## config.mk

```make
export PLATFORM = sky130hd
export DESIGN_NAME = spi_memory
export DESIGN_NICKNAME = d
export VERILOG_FILES = /design/src/hw/spi_mem_pkg.sv /design/src/hw/input_conditioner.sv /design/src/hw/shift_register.sv /design/src/hw/spi_fsm.sv /design/src/hw/data_memory.sv /design/src/hw/spi_memory.sv
export SDC_FILE = /design/constraint.sdc
export NUM_CORES = 1
export LEC_CHECK = 0
export BUFFER_PORTS_ARGS = -buffer_cell sky130_fd_sc_hd__buf_2
export CAP_MARGIN = 20
export CORE_MARGIN = 2
export CORE_UTILIZATION = 57
export DETAILED_ROUTE_END_ITERATION = 12
export PLACE_DENSITY = 0.76
export SYNTH_ARGS = -nofsm -noshare
export SYNTH_HDL_FRONTEND = slang
export SYNTH_SLANG_ARGS = --single-unit
```

## constraint.sdc

```tcl
create_clock -name clk -period 2.6 [get_ports clk]
set_clock_uncertainty 0.2 [all_clocks]
set_input_delay 0.52 -clock clk [delete_from_list [all_inputs] [get_ports clk]]
set_output_delay 0.52 -clock clk [all_outputs]
set_load 0.05 [all_outputs]
```

## src/hw/spi_mem_pkg.sv

```systemverilog
// spi_mem_pkg
// Shared sizes, FSM state encoding and the sclk timing rule for the SPI
// slave memory and its testbench.

package spi_mem_pkg;

   // the command byte carries a seven bit address and a read/write bit.
   localparam int addr_width = 7;

   // byte width, which is also the shift register length.
   localparam int data_width = 8;

   // number of bytes behind the SPI port.
   localparam int mem_depth = 2 ** addr_width;

   // the bit counter must reach data_width - 1.
   localparam int bit_count_width = 4;

   // flops between an asynchronous pin and the first use of its value.
   localparam int sync_stages = 2;

   // sclk must stay high and stay low for at least this many clk cycles.
   // The conditioner adds sync_stages + 1 cycles of latency, and the FSM
   // needs two more cycles after the command byte to load read data,
   // so four cycles per phase leaves margin on both sides.
   localparam int min_sclk_phase = 4;

   // transaction states.
   // idle        waits for cs to fall.
   // get_addr    collects the command byte.
   // decode      latches the address and looks at the read/write bit.
   // read_load   copies the addressed byte into the shift register.
   // read_out    drives miso until cs rises.
   // write_data  collects the data byte.
   // write_mem   stores the data byte.
   // done        waits for cs to rise.
   typedef enum logic [2:0] {
      idle       = 3'd0,
      get_addr   = 3'd1,
      decode     = 3'd2,
      read_load  = 3'd3,
      read_out   = 3'd4,
      write_data = 3'd5,
      write_mem  = 3'd6,
      done       = 3'd7
   } spi_state_t;

endpackage

```

## src/hw/input_conditioner.sv

```systemverilog
// input_conditioner
// Brings one asynchronous pin into the clk domain through a short
// synchronizer chain and reports its level plus one-cycle rise and fall
// pulses. Level and pulses appear together, three cycles after the pin.

`timescale 1ns/1ps

module input_conditioner #(
   parameter logic reset_level = 1'b0
) (
   input  logic clk,
   input  logic rst,
   input  logic pin,
   output logic level,
   output logic rise,
   output logic fall
);
   import spi_mem_pkg::*;

   // synchronizer chain, bit 0 is the first stage.
   logic [sync_stages-1:0] sync_q;
   logic                   sync_out;

   assign sync_out = sync_q[sync_stages-1];

   always_ff @(posedge clk) begin
      if (rst) begin
         sync_q <= {sync_sages_fill()};
      end else begin
         sync_q <= {sync_q[sync_stages-2:0], pin};
      end
   end

   // the level register doubles as the edge detector's previous value.
   // Rise and fall compare the new sample against it, so both pulses line
   // up with the cycle in which level changes.
   always_ff @(posedge clk) begin
      if (rst) begin
         level <= reset_level;
         rise  <= 1'b0;
         fall  <= 1'b0;
      end else begin
         level <= sync_out;
         rise  <= sync_out & ~level;
         fall  <= ~sync_out & level;
      end
   end

   // every synchronizer stage starts at the pin's idle value so that no
   // false edge is reported when reset is released.
   function automatic logic [sync_stages-1:0] sync_sages_fill();
      logic [sync_stages-1:0] fill;
      fill = {sync_stages{reset_level}};
      return fill;
   endfunction

endmodule

```

## src/hw/shift_register.sv

```systemverilog
// shift_register
// Byte-wide shift register for the SPI data path. It shifts serial bits in
// at bit 0, loads a whole byte in parallel, and presents its most
// significant bit as the serial output.

`timescale 1ns/1ps

module shift_register (
   input  logic                              clk,
   input  logic                              rst,
   input  logic                              shift_en,
   input  logic                              serial_in,
   input  logic                              load_en,
   input  logic [spi_mem_pkg::data_width-1:0] parallel_in,
   output logic [spi_mem_pkg::data_width-1:0] parallel_out,
   output logic                              serial_out
);
   import spi_mem_pkg::*;

   logic [data_width-1:0] data_q;

   // a parallel load takes priority over a shift in the same cycle.
   // The FSM only loads between sclk edges, so the two never meet in
   // normal operation, but the order keeps the read data intact if they do.
   always_ff @(posedge clk) begin
      if (rst) begin
         data_q <= '0;
      end else if (load_en) begin
         data_q <= parallel_in;
      end else if (shift_en) begin
         data_q <= {data_q[data_width-2:0], serial_in};
      end
   end

   assign parallel_out = data_q;

   // msb first on the wire, so the top bit is the next bit to send.
   assign serial_out = data_q[data_width-1];

endmodule

```

## src/hw/spi_fsm.sv

```systemverilog
// spi_fsm
// Transaction controller for the SPI slave. It counts the command byte,
// decodes read or write, and issues one-cycle enables for the address
// register, the shift register load and the memory write.

`timescale 1ns/1ps

module spi_fsm (
   input  logic clk,
   input  logic rst,
   input  logic cs,
   input  logic cs_fall,
   input  logic bit_strobe,
   input  logic rw_bit,
   output logic addr_we,
   output logic sr_we,
   output logic dm_we,
   output logic miso_buff
);
   import spi_mem_pkg::*;

   spi_state_t                 state;
   spi_state_t                 next_state;
   logic [bit_count_width-1:0] bit_cnt;
   logic                       counting;
   logic                       last_bit;

   // the counter runs only while a byte is being collected.
   assign counting = (state == get_addr) || (state == write_data);
   assign last_bit = (bit_cnt == bit_count_width'(data_width - 1));

   always_comb begin
      next_state = state;
      if (cs) begin
         // cs high ends the transaction wherever it stands.
         next_state = idle;
      end else begin
         case (state)
            idle: begin
               if (cs_fall) begin
                  next_state = get_addr;
               end
            end
            get_addr: begin
               if (bit_strobe && last_bit) begin
                  next_state = decode;
               end
            end
            decode: begin
               // the shift register holds the full command byte here.
               if (rw_bit) begin
                  next_state = read_load;
               end else begin
                  next_state = write_data;
               end
            end
            read_load: begin
               next_state = read_out;
            end
            read_out: begin
               next_state = read_out;
            end
            write_data: begin
               if (bit_strobe && last_bit) begin
                  next_state = write_mem;
               end
            end
            write_mem: begin
               next_state = done;
            end
            done: begin
               next_state = done;
            end
            default: begin
               next_state = idle;
            end
         endcase
      end
   end

   always_ff @(posedge clk) begin
      if (rst) begin
         state <= idle;
      end else begin
         state <= next_state;
      end
   end

   // bit counter, cleared between bytes and whenever cs is high.
   always_ff @(posedge clk) begin
      if (rst) begin
         bit_cnt <= '0;
      end else if (cs) begin
         bit_cnt <= '0;
      end else if (counting && bit_strobe) begin
         if (last_bit) begin
            bit_cnt <= '0;
         end else begin
            bit_cnt <= bit_cnt + 1'b1;
         end
      end
   end

   // each enable belongs to exactly one state, so every one-cycle state
   // yields a one-cycle pulse.
   assign addr_we   = (state == decode);
   assign sr_we     = (state == read_load);
   assign dm_we     = (state == write_mem);
   assign miso_buff = (state == read_out);

endmodule

```

## src/hw/data_memory.sv

```systemverilog
// data_memory
// 128 x 8 byte store behind the SPI port. Writes land on the clock edge,
// reads are combinational from the address.

`timescale 1ns/1ps

module data_memory (
   input  logic                              clk,
   input  logic                              we,
   input  logic [spi_mem_pkg::addr_width-1:0] addr,
   input  logic [spi_mem_pkg::data_width-1:0] wdata,
   output logic [spi_mem_pkg::data_width-1:0] rdata
);
   import spi_mem_pkg::*;

   logic [data_width-1:0] mem [mem_depth];

   // contents start at zero and are left alone by rst.
   initial begin
      for (int i = 0; i < mem_depth; i++) begin
         mem[i] = '0;
      end
   end

   always_ff @(posedge clk) begin
      if (we) begin
         mem[addr] <= wdata;
      end
   end

   assign rdata = mem[addr];

endmodule

```

## src/hw/spi_memory.sv

```systemverilog
// spi_memory
// Mode 0 SPI slave in front of a 128 byte memory. The pins are conditioned
// into the clk domain, the FSM and shift register run side by side, and
// the address register and miso stage tie their results together.

`timescale 1ns/1ps

module spi_memory (
   input  logic clk,
   input  logic rst,
   input  logic sclk,
   input  logic cs,
   input  logic mosi,
   output logic miso,
   output logic miso_en
);
   import spi_mem_pkg::*;

   logic                  cs_level;
   logic                  cs_fall;
   logic                  sclk_rise;
   logic                  sclk_fall;
   logic                  mosi_level;
   logic                  shift_en;
   logic                  addr_we;
   logic                  sr_we;
   logic                  dm_we;
   logic                  miso_buff;
   logic [data_width-1:0] sr_parallel;
   logic                  sr_serial;
   logic [data_width-1:0] mem_rdata;
   logic [addr_width-1:0] addr_q;

   // cs idles high, sclk and mosi idle low in mode 0.
   input_conditioner #(.reset_level(1'b1)) i_cond_cs (
      .clk   (clk),
      .rst   (rst),
      .pin   (cs),
      .level (cs_level),
      .rise  (),
      .fall  (cs_fall)
   );

   input_conditioner #(.reset_level(1'b0)) i_cond_sclk (
      .clk   (clk),
      .rst   (rst),
      .pin   (sclk),
      .level (),
      .rise  (sclk_rise),
      .fall  (sclk_fall)
   );

   input_conditioner #(.reset_level(1'b0)) i_cond_mosi (
      .clk   (clk),
      .rst   (rst),
      .pin   (mosi),
      .level (mosi_level),
      .rise  (),
      .fall  ()
   );

   // mosi is sampled on sclk rise, and only while the slave is selected.
   assign shift_en = sclk_rise & ~cs_level;

   spi_fsm i_fsm (
      .clk        (clk),
      .rst        (rst),
      .cs         (cs_level),
      .cs_fall    (cs_fall),
      .bit_strobe (sclk_rise),
      .rw_bit     (sr_parallel[0]),
      .addr_we    (addr_we),
      .sr_we      (sr_we),
      .dm_we      (dm_we),
      .miso_buff  (miso_buff)
   );

   shift_register i_shift_reg (
      .clk          (clk),
      .rst          (rst),
      .shift_en     (shift_en),
      .serial_in    (mosi_level),
      .load_en      (sr_we),
      .parallel_in  (mem_rdata),
      .parallel_out (sr_parallel),
      .serial_out   (sr_serial)
   );

   // the upper seven bits of the command byte are the address.
   always_ff @(posedge clk) begin
      if (addr_we) begin
         addr_q <= sr_parallel[data_width-1:1];
      end
   end

   data_memory i_mem (
      .clk   (clk),
      .we    (dm_we),
      .addr  (addr_q),
      .wdata (sr_parallel),
      .rdata (mem_rdata)
   );

   // miso changes after each falling sclk edge, so the host can sample it
   // on the following rise. Deselecting the slave parks it low.
   always_ff @(posedge clk) begin
      if (rst) begin
         miso <= 1'b0;
      end else if (cs_level) begin
         miso <= 1'b0;
      end else if (sclk_fall) begin
         miso <= sr_serial;
      end
   end

   assign miso_en = miso_buff;

endmodule

```

# ---- Yosys cells after proc, flatten, opt, wreduce, memory -nomap -nowiden
# Memory sizes are Yosys's and may differ from the RTL's. A register that Yosys moved wholly into a read port is not among the register bits.
# Index checks and enable logic that the tools add are counted.
dict set report totals {
  regBits 35
  ramBits 1024
  in_bits 5
  word_cells 55
  n_memories 1
}
dict set report classes {
  add_sub_neg 1
  eq_ne 11
  n_mux 11
  bitwise 8
  reduce_logical 9
}
# name words width read_ports rd_ports_with_merged_regs write_ports line
set memory_table {}
lappend memory_table {i_mem.mem 128 8 1 1 1 data_memory.sv:16} ;# logic [data_width-1:0] mem [mem_depth];
# operator n
set ops {}
lappend ops {{3-bit one-hot mux with 6 select lines} 1}
lappend ops {{8-bit two-way mux} 2}
lappend ops {{3-bit equality test, second input constant} 4}
lappend ops {{3-bit two-way mux} 4}
lappend ops {{7-bit two-way mux} 1}
lappend ops {{3-bit by 2-bit equality test with 1-bit output, second input constant} 2}
lappend ops {{2-bit != test, second input constant} 3}
lappend ops {{2-bit OR reduction} 3}
lappend ops {{4-bit by 1-bit adder with 4-bit output, second input constant} 1}
lappend ops {{1-bit AND} 4}
lappend ops {{4-bit by 3-bit equality test with 1-bit output, second input constant} 1}
lappend ops {{4-bit two-way mux} 1}
lappend ops {{1-bit NOT} 4}
lappend ops {{3-bit by 1-bit equality test with 1-bit output, second input constant} 1}
lappend ops {{3-bit zero test} 1}
lappend ops {{3-bit AND reduction} 1}
lappend ops {{1-bit logical AND} 2}
lappend ops {{1-bit two-way mux} 2}
lappend ops {{2-bit nonzero test} 1}
lappend ops {{1-bit logical OR} 1}

# ---- Depth between registers and ports, before layout
dict set report depth {
  word_depth 4
  mapped_depth 11
  depth_no_buf 6
}

# ---- By module
# Synthesis repeated with hierarchy kept, for this count alone.
dict set report hier_totals {
  cells_unflattened 2586
  area_unflattened_um2 41663.7
}
# module instances cells_each area_each_um2 seq_area_each_um2
set modules_own_cells {}
lappend modules_own_cells {data_memory 1 2467 40273.6 30749.5}
lappend modules_own_cells {input_conditioner 3 10 133.9 100.1}
lappend modules_own_cells {shift_register 1 36 376.6 160.2}
lappend modules_own_cells {spi_fsm 1 42 355.3 140.1}
lappend modules_own_cells {spi_memory 1 11 256.5 230.2}

# ---- Least setup slack after synthesis
# No wires, ideal clock.
dict set report synth_timing {
  path_type {register to register}
  from {register addr_q[0]}
  to {memory i_mem.mem[90][0], enable pin}
  setup_time_ps 370
  arrival_time_ps 2135
  required_ps 2030
  slack_ps -105
  path_stages_with_launch 6
  path_buffers 2
  period_less_slack_ps 2705
  cell_sequence {edfxtp_1 > or3b_2 > or4b_1 > clkbuf_1 > clkbuf_1 > nor2_1}
}
# item line
set synth_rtl {}
lappend synth_rtl {{from (decl)} spi_memory.sv:32} ;# logic [addr_width-1:0] addr_q;
lappend synth_rtl {{from (signal assigned)} spi_memory.sv:92} ;# addr_q <= sr_parallel[data_width-1:1];
lappend synth_rtl {{to (decl)} data_memory.sv:16}
# No word-level cell before the write port.

==> results.md <==
Clocking:
- The H-tree was split into 3 levels.
- The clock passes through at most 3 buffers.
- The tree is rooted in a clkbuf_16.
- CTS saw 1066 sinks.
- The number of buffers inserted during clock tree synthesis is 100.
- Clock-pin slew was measured on the worst setup and hold paths at 0.06 ns.
- TritonCTS built the clock tree.
- The later pin in the worst-skew pair is clocked with a latency of 0.68 ns.

STA:
- Setup violations remaining at the end of the flow were counted as 8.
- Measured against its own limit, the worst slew margin works out to 0.4224.
- The count of endpoints failing hold in the final timing report was 0.
- Setup repair after global routing could not meet its margin everywhere.
- The smallest clock period supported by the final layout is computed as 2.735 ns.
- For the pin with the worst max-slew slack, the measured transition is 0.8664 ns.
- Derived from the worst setup path, the maximum achievable clock frequency is 365.7 MHz.
- The share of the clock period used by the worst path after layout is 1.052.
- The final-report max-slew violation count is 0.
- The final worst setup slack is -0.1348 ns.
- The worst hold slack is 0.2037 ns.
- The aggregate negative setup slack is -0.4059 ns.

Setup path:
- The data arrival time at the worst-slack endpoint is 3.02 ns.
- The launching element type of the critical path is a flop.
- The cell with the largest stage delay on the worst path is mux4_2.
- The category of the most critical setup path is flop to flop.
- In this run the number of cells on the critical path is 8.
- On the critical path the largest part of the delay comes from buffers and inverters.
- The critical path goes through buf_16 > bufbuf_16 > mux4_2 > nor3_2 > buf_4 > nor3_4 > nand4_1 > o22ai_1.
- STA classifies the critical path endpoint as a flop.
- The maximum cell stage delay along the critical path is 0.53 ns.
- Measured in cells, the most critical reg-to-reg path has a length of 8.
- The largest driver fanout on the critical path is 12.
- At the worst endpoint, the required time is 2.89 ns.
- The buffer and inverter count on the worst path is 3.

Route:
- The total vias in the final route is 22470.
- The first-pass iteration count of the detailed router is 6.
- Dividing the detail-routed via count by the number of cells gives 6.517.
- The routed wire length is 102.2 mm.
- For this block, the initial DRC count from the detailed router was 2959.
- The routed wirelength normalized by instance count is 29.64 um.
- The detail route stage leaves a number of antenna-violating nets equal to 0.
- For this run, design rule violations remaining after detail routing come to 0.

Pwr:
- The worst ir drop on vdd is 0.6530 mV.
- The leakage dissipation is 0.01457 uW.
- Dividing total power by cell area gives a power density of 671.2 mW/mm2.

Layout:
- The final cell area excluding filler cells is 0.04935 mm2.
- The net count of the finished layout is 2411.
- For this run, the number of standard cells in the final layout without fillers is 3448.
- The relative area change from synthesis to final layout is 18.31%.
- The share of final-layout standard cells stronger than drive strength 1 is 0.3258.
- The repair_antennas step left the layout with diodes totalling 0.

Place:
- The total placed instance area is 0.04480 mm2.
- Once detailed placement completed, the half-perimeter wirelength came to 60.97 mm.
- The count of buffers from port buffering is 6.
- Once placement completed, the tool counted placed cells totaling 3210.
- The routability congestion estimate is 0.8572.

Floorplan:
- The core region area is 0.07271 mm2.
- Measured along the y axis, the die boundary spans 274.5 um.
- The initial core utilization is 0.5737.
- The floorplan has 99 rows.
- The die covers 0.07536 mm2.
- From left edge to right edge, the die measures 274.5 um.
- The number of primary I/O pins is 7.

Logic synthesis:
- The count of flip-flops with a built-in enable after synthesis is 1031.
- After synthesis the netlist holds a flip-flop and latch count of 1066.
- The fraction of registers with async set or reset after synthesis is 0.
- For this run, the register share of the synthesized area comes to 0.7590.
- The number of warning messages in the yosys log is 0.
- Synthesis handed over a netlist of 2069 instances.
- Synthesis instantiated 57 different standard cells from the library.
- The total nets after synthesis is 2075.
- The synthesized area per cell is 20.16 um2.
- In the synthesized netlist the dominant register cell turns out to be edfxtp_1.
- The post-synthesis instance area is 0.04172 mm2.

Run status:
- The run finished, with violations left.
- The final reports fail on setup timing.

Hold path:
- The number of cells on the worst hold path is 1.
- The min-delay analysis places its worst path in the category flop to flop.

Run:
- Max-cap violations in this run came to 0.

GRT:
- The number of global-route vias before repair is 22930.
- The wire length of the first global-routing pass is 150.3 mm.
- The number of antenna violations at the first check in global routing is 2.
- The total routing resource utilization after global routing is 0.2753.
- After global routing the overflow that remains totals 0.
- Entering global routing, the biggest net connects 70 pins.
==> metrics by stage <==
| stage | util | setup slack [ns] | power [uW] |
|---|---|---|---|
| final | 0.6788 | -0.1348 | 33130 |
| after global placement | 0.6162 | -0.5258 | 18920 |
| after detailed placement | 0.6162 | -0.6224 | 18920 |
| after floorplan | - | -0.1050 | 18920 |
| after CTS | 0.6725 | -0.03672 | 33200 |
| after global routing | 0.6788 | -0.1356 | 33840 |
==> synthesized netlist by cell type, types with 16 or more instances <==
master	number	area share
edfxtp_1	1031	0.74
mux4_2	194	0.10
mux2i_1	166	0.040
nor2_1	152	0.014
nor3_1	48	0.0058
clkbuf_1	41	0.0037
dfxtp_1	35	0.017
o22ai_1	33	0.0049
buf_2	30	0.0036
nand2_1	29	0.0026
a21oi_1	27	0.0032
a22oi_1	24	0.0043
o221ai_1	21	0.0044
o21ai_0	20	0.0024
a221oi_1	18	0.0038
nand4_1	16	0.0024
==> cells in the final DEF (no fill, tap or decap), drive strengths merged, types with 3 or more instances in the layout <==
master       instances
nand3               14
buf                334
dlygate4sd3          6
a211oi               3
inv                  9
clkinvlp             4
mux2i              166
mux2                10
nand2               29
nand4b               3
nor3                48
edfxtp            1031
a221oi              18
nand3b               8
o22ai               39
mux4               201
dfxtp               35
a22oi               24
nand4               16
o32ai                3
nor2b               14
nor2               152
nor3b                4
a21oi               27
clkbuf             129
o21ai               22
or3b                 4
and2                 5
nand2b               4
a2111oi              9
o221ai              22
bufbuf               8
nor4                16
bufinv              10
or2                  8
clkinv              39
==> metal layers <==
metal  share of wire  global-route usage  vias up
met3            0.11             0.06901      231
met2            0.49              0.4449     1395
met5         0.00013                   0        -
li1                -                   -     9248
met1            0.37              0.3677    11590
met4           0.035             0.09969        2
==> cell type report <==
| class | instances | area [um2] |
|---|---|---|
| inverter | 4 | 15.01 |
| sequential | 1066 | 31700 |
| multi-input combinational | 884 | 9708 |
| tap | 959 | 1200 |
| fill | 4280 | 23360 |
| clock inverter | 58 | 554.3 |
| clock buffer | 128 | 2710 |
| timing repair buffer | 349 | 3466 |
==> power by group <==
part           switching, uW  internal, uW  leakage [uW]  total [uW]
clock network           6210          8360       0.00159       14600
registers               2.54         18500       0.00757       18500
logic                   12.7          14.4       0.00541        27.1
total                   6230         26900        0.0146       33100
==> cells by family after synthesis <==
family | synth area share
buffers and inverters | 0.01977
and+or+nand+nor | 0.03962
adders and majority gates | 0.0002999
AOI/OAI and AO/OA | 0.02945
DFF | 0.7590
xor gates and xnor gates | 0.0002100
muxes | 0.1517
==> sequential cells by signal, indices dropped and copies added (netlist names), 2 cells and up, named ones only <==
name                      flops
i_shift_reg.parallel_out      8
i_cond_cs.sync_q              2
i_fsm.bit_cnt                 4
i_fsm.state                   3
i_cond_sclk.sync_q            2
addr_q                        7
i_mem.mem                  1024
i_cond_mosi.sync_q            2
==> worst paths after layout <==
kind	from	endpoint	slack [ns]
max	flop	i_shift_reg.parallel_out[0]	-0.13
min	i_cond_cs.sync_q[0]	i_cond_cs.sync_q[1]	0.20
max reg2reg	flop	i_shift_reg.parallel_out[0]	-0.13
min reg2reg	i_cond_cs.sync_q[0]	i_cond_cs.sync_q[1]	0.20
==> what timing repair did <==
item / in CTS / in global routing
gates resized for setup: 84 / 53
pin swaps: 10 / 23
endpoints found under the hold margin: 6 / 0
endpoints found under the setup margin: 113 / 212
hold buffers: 6 / 0
setup buffers: 15 / 23
gates cloned: 9 / 1
(Power assumes the default switching activity.)
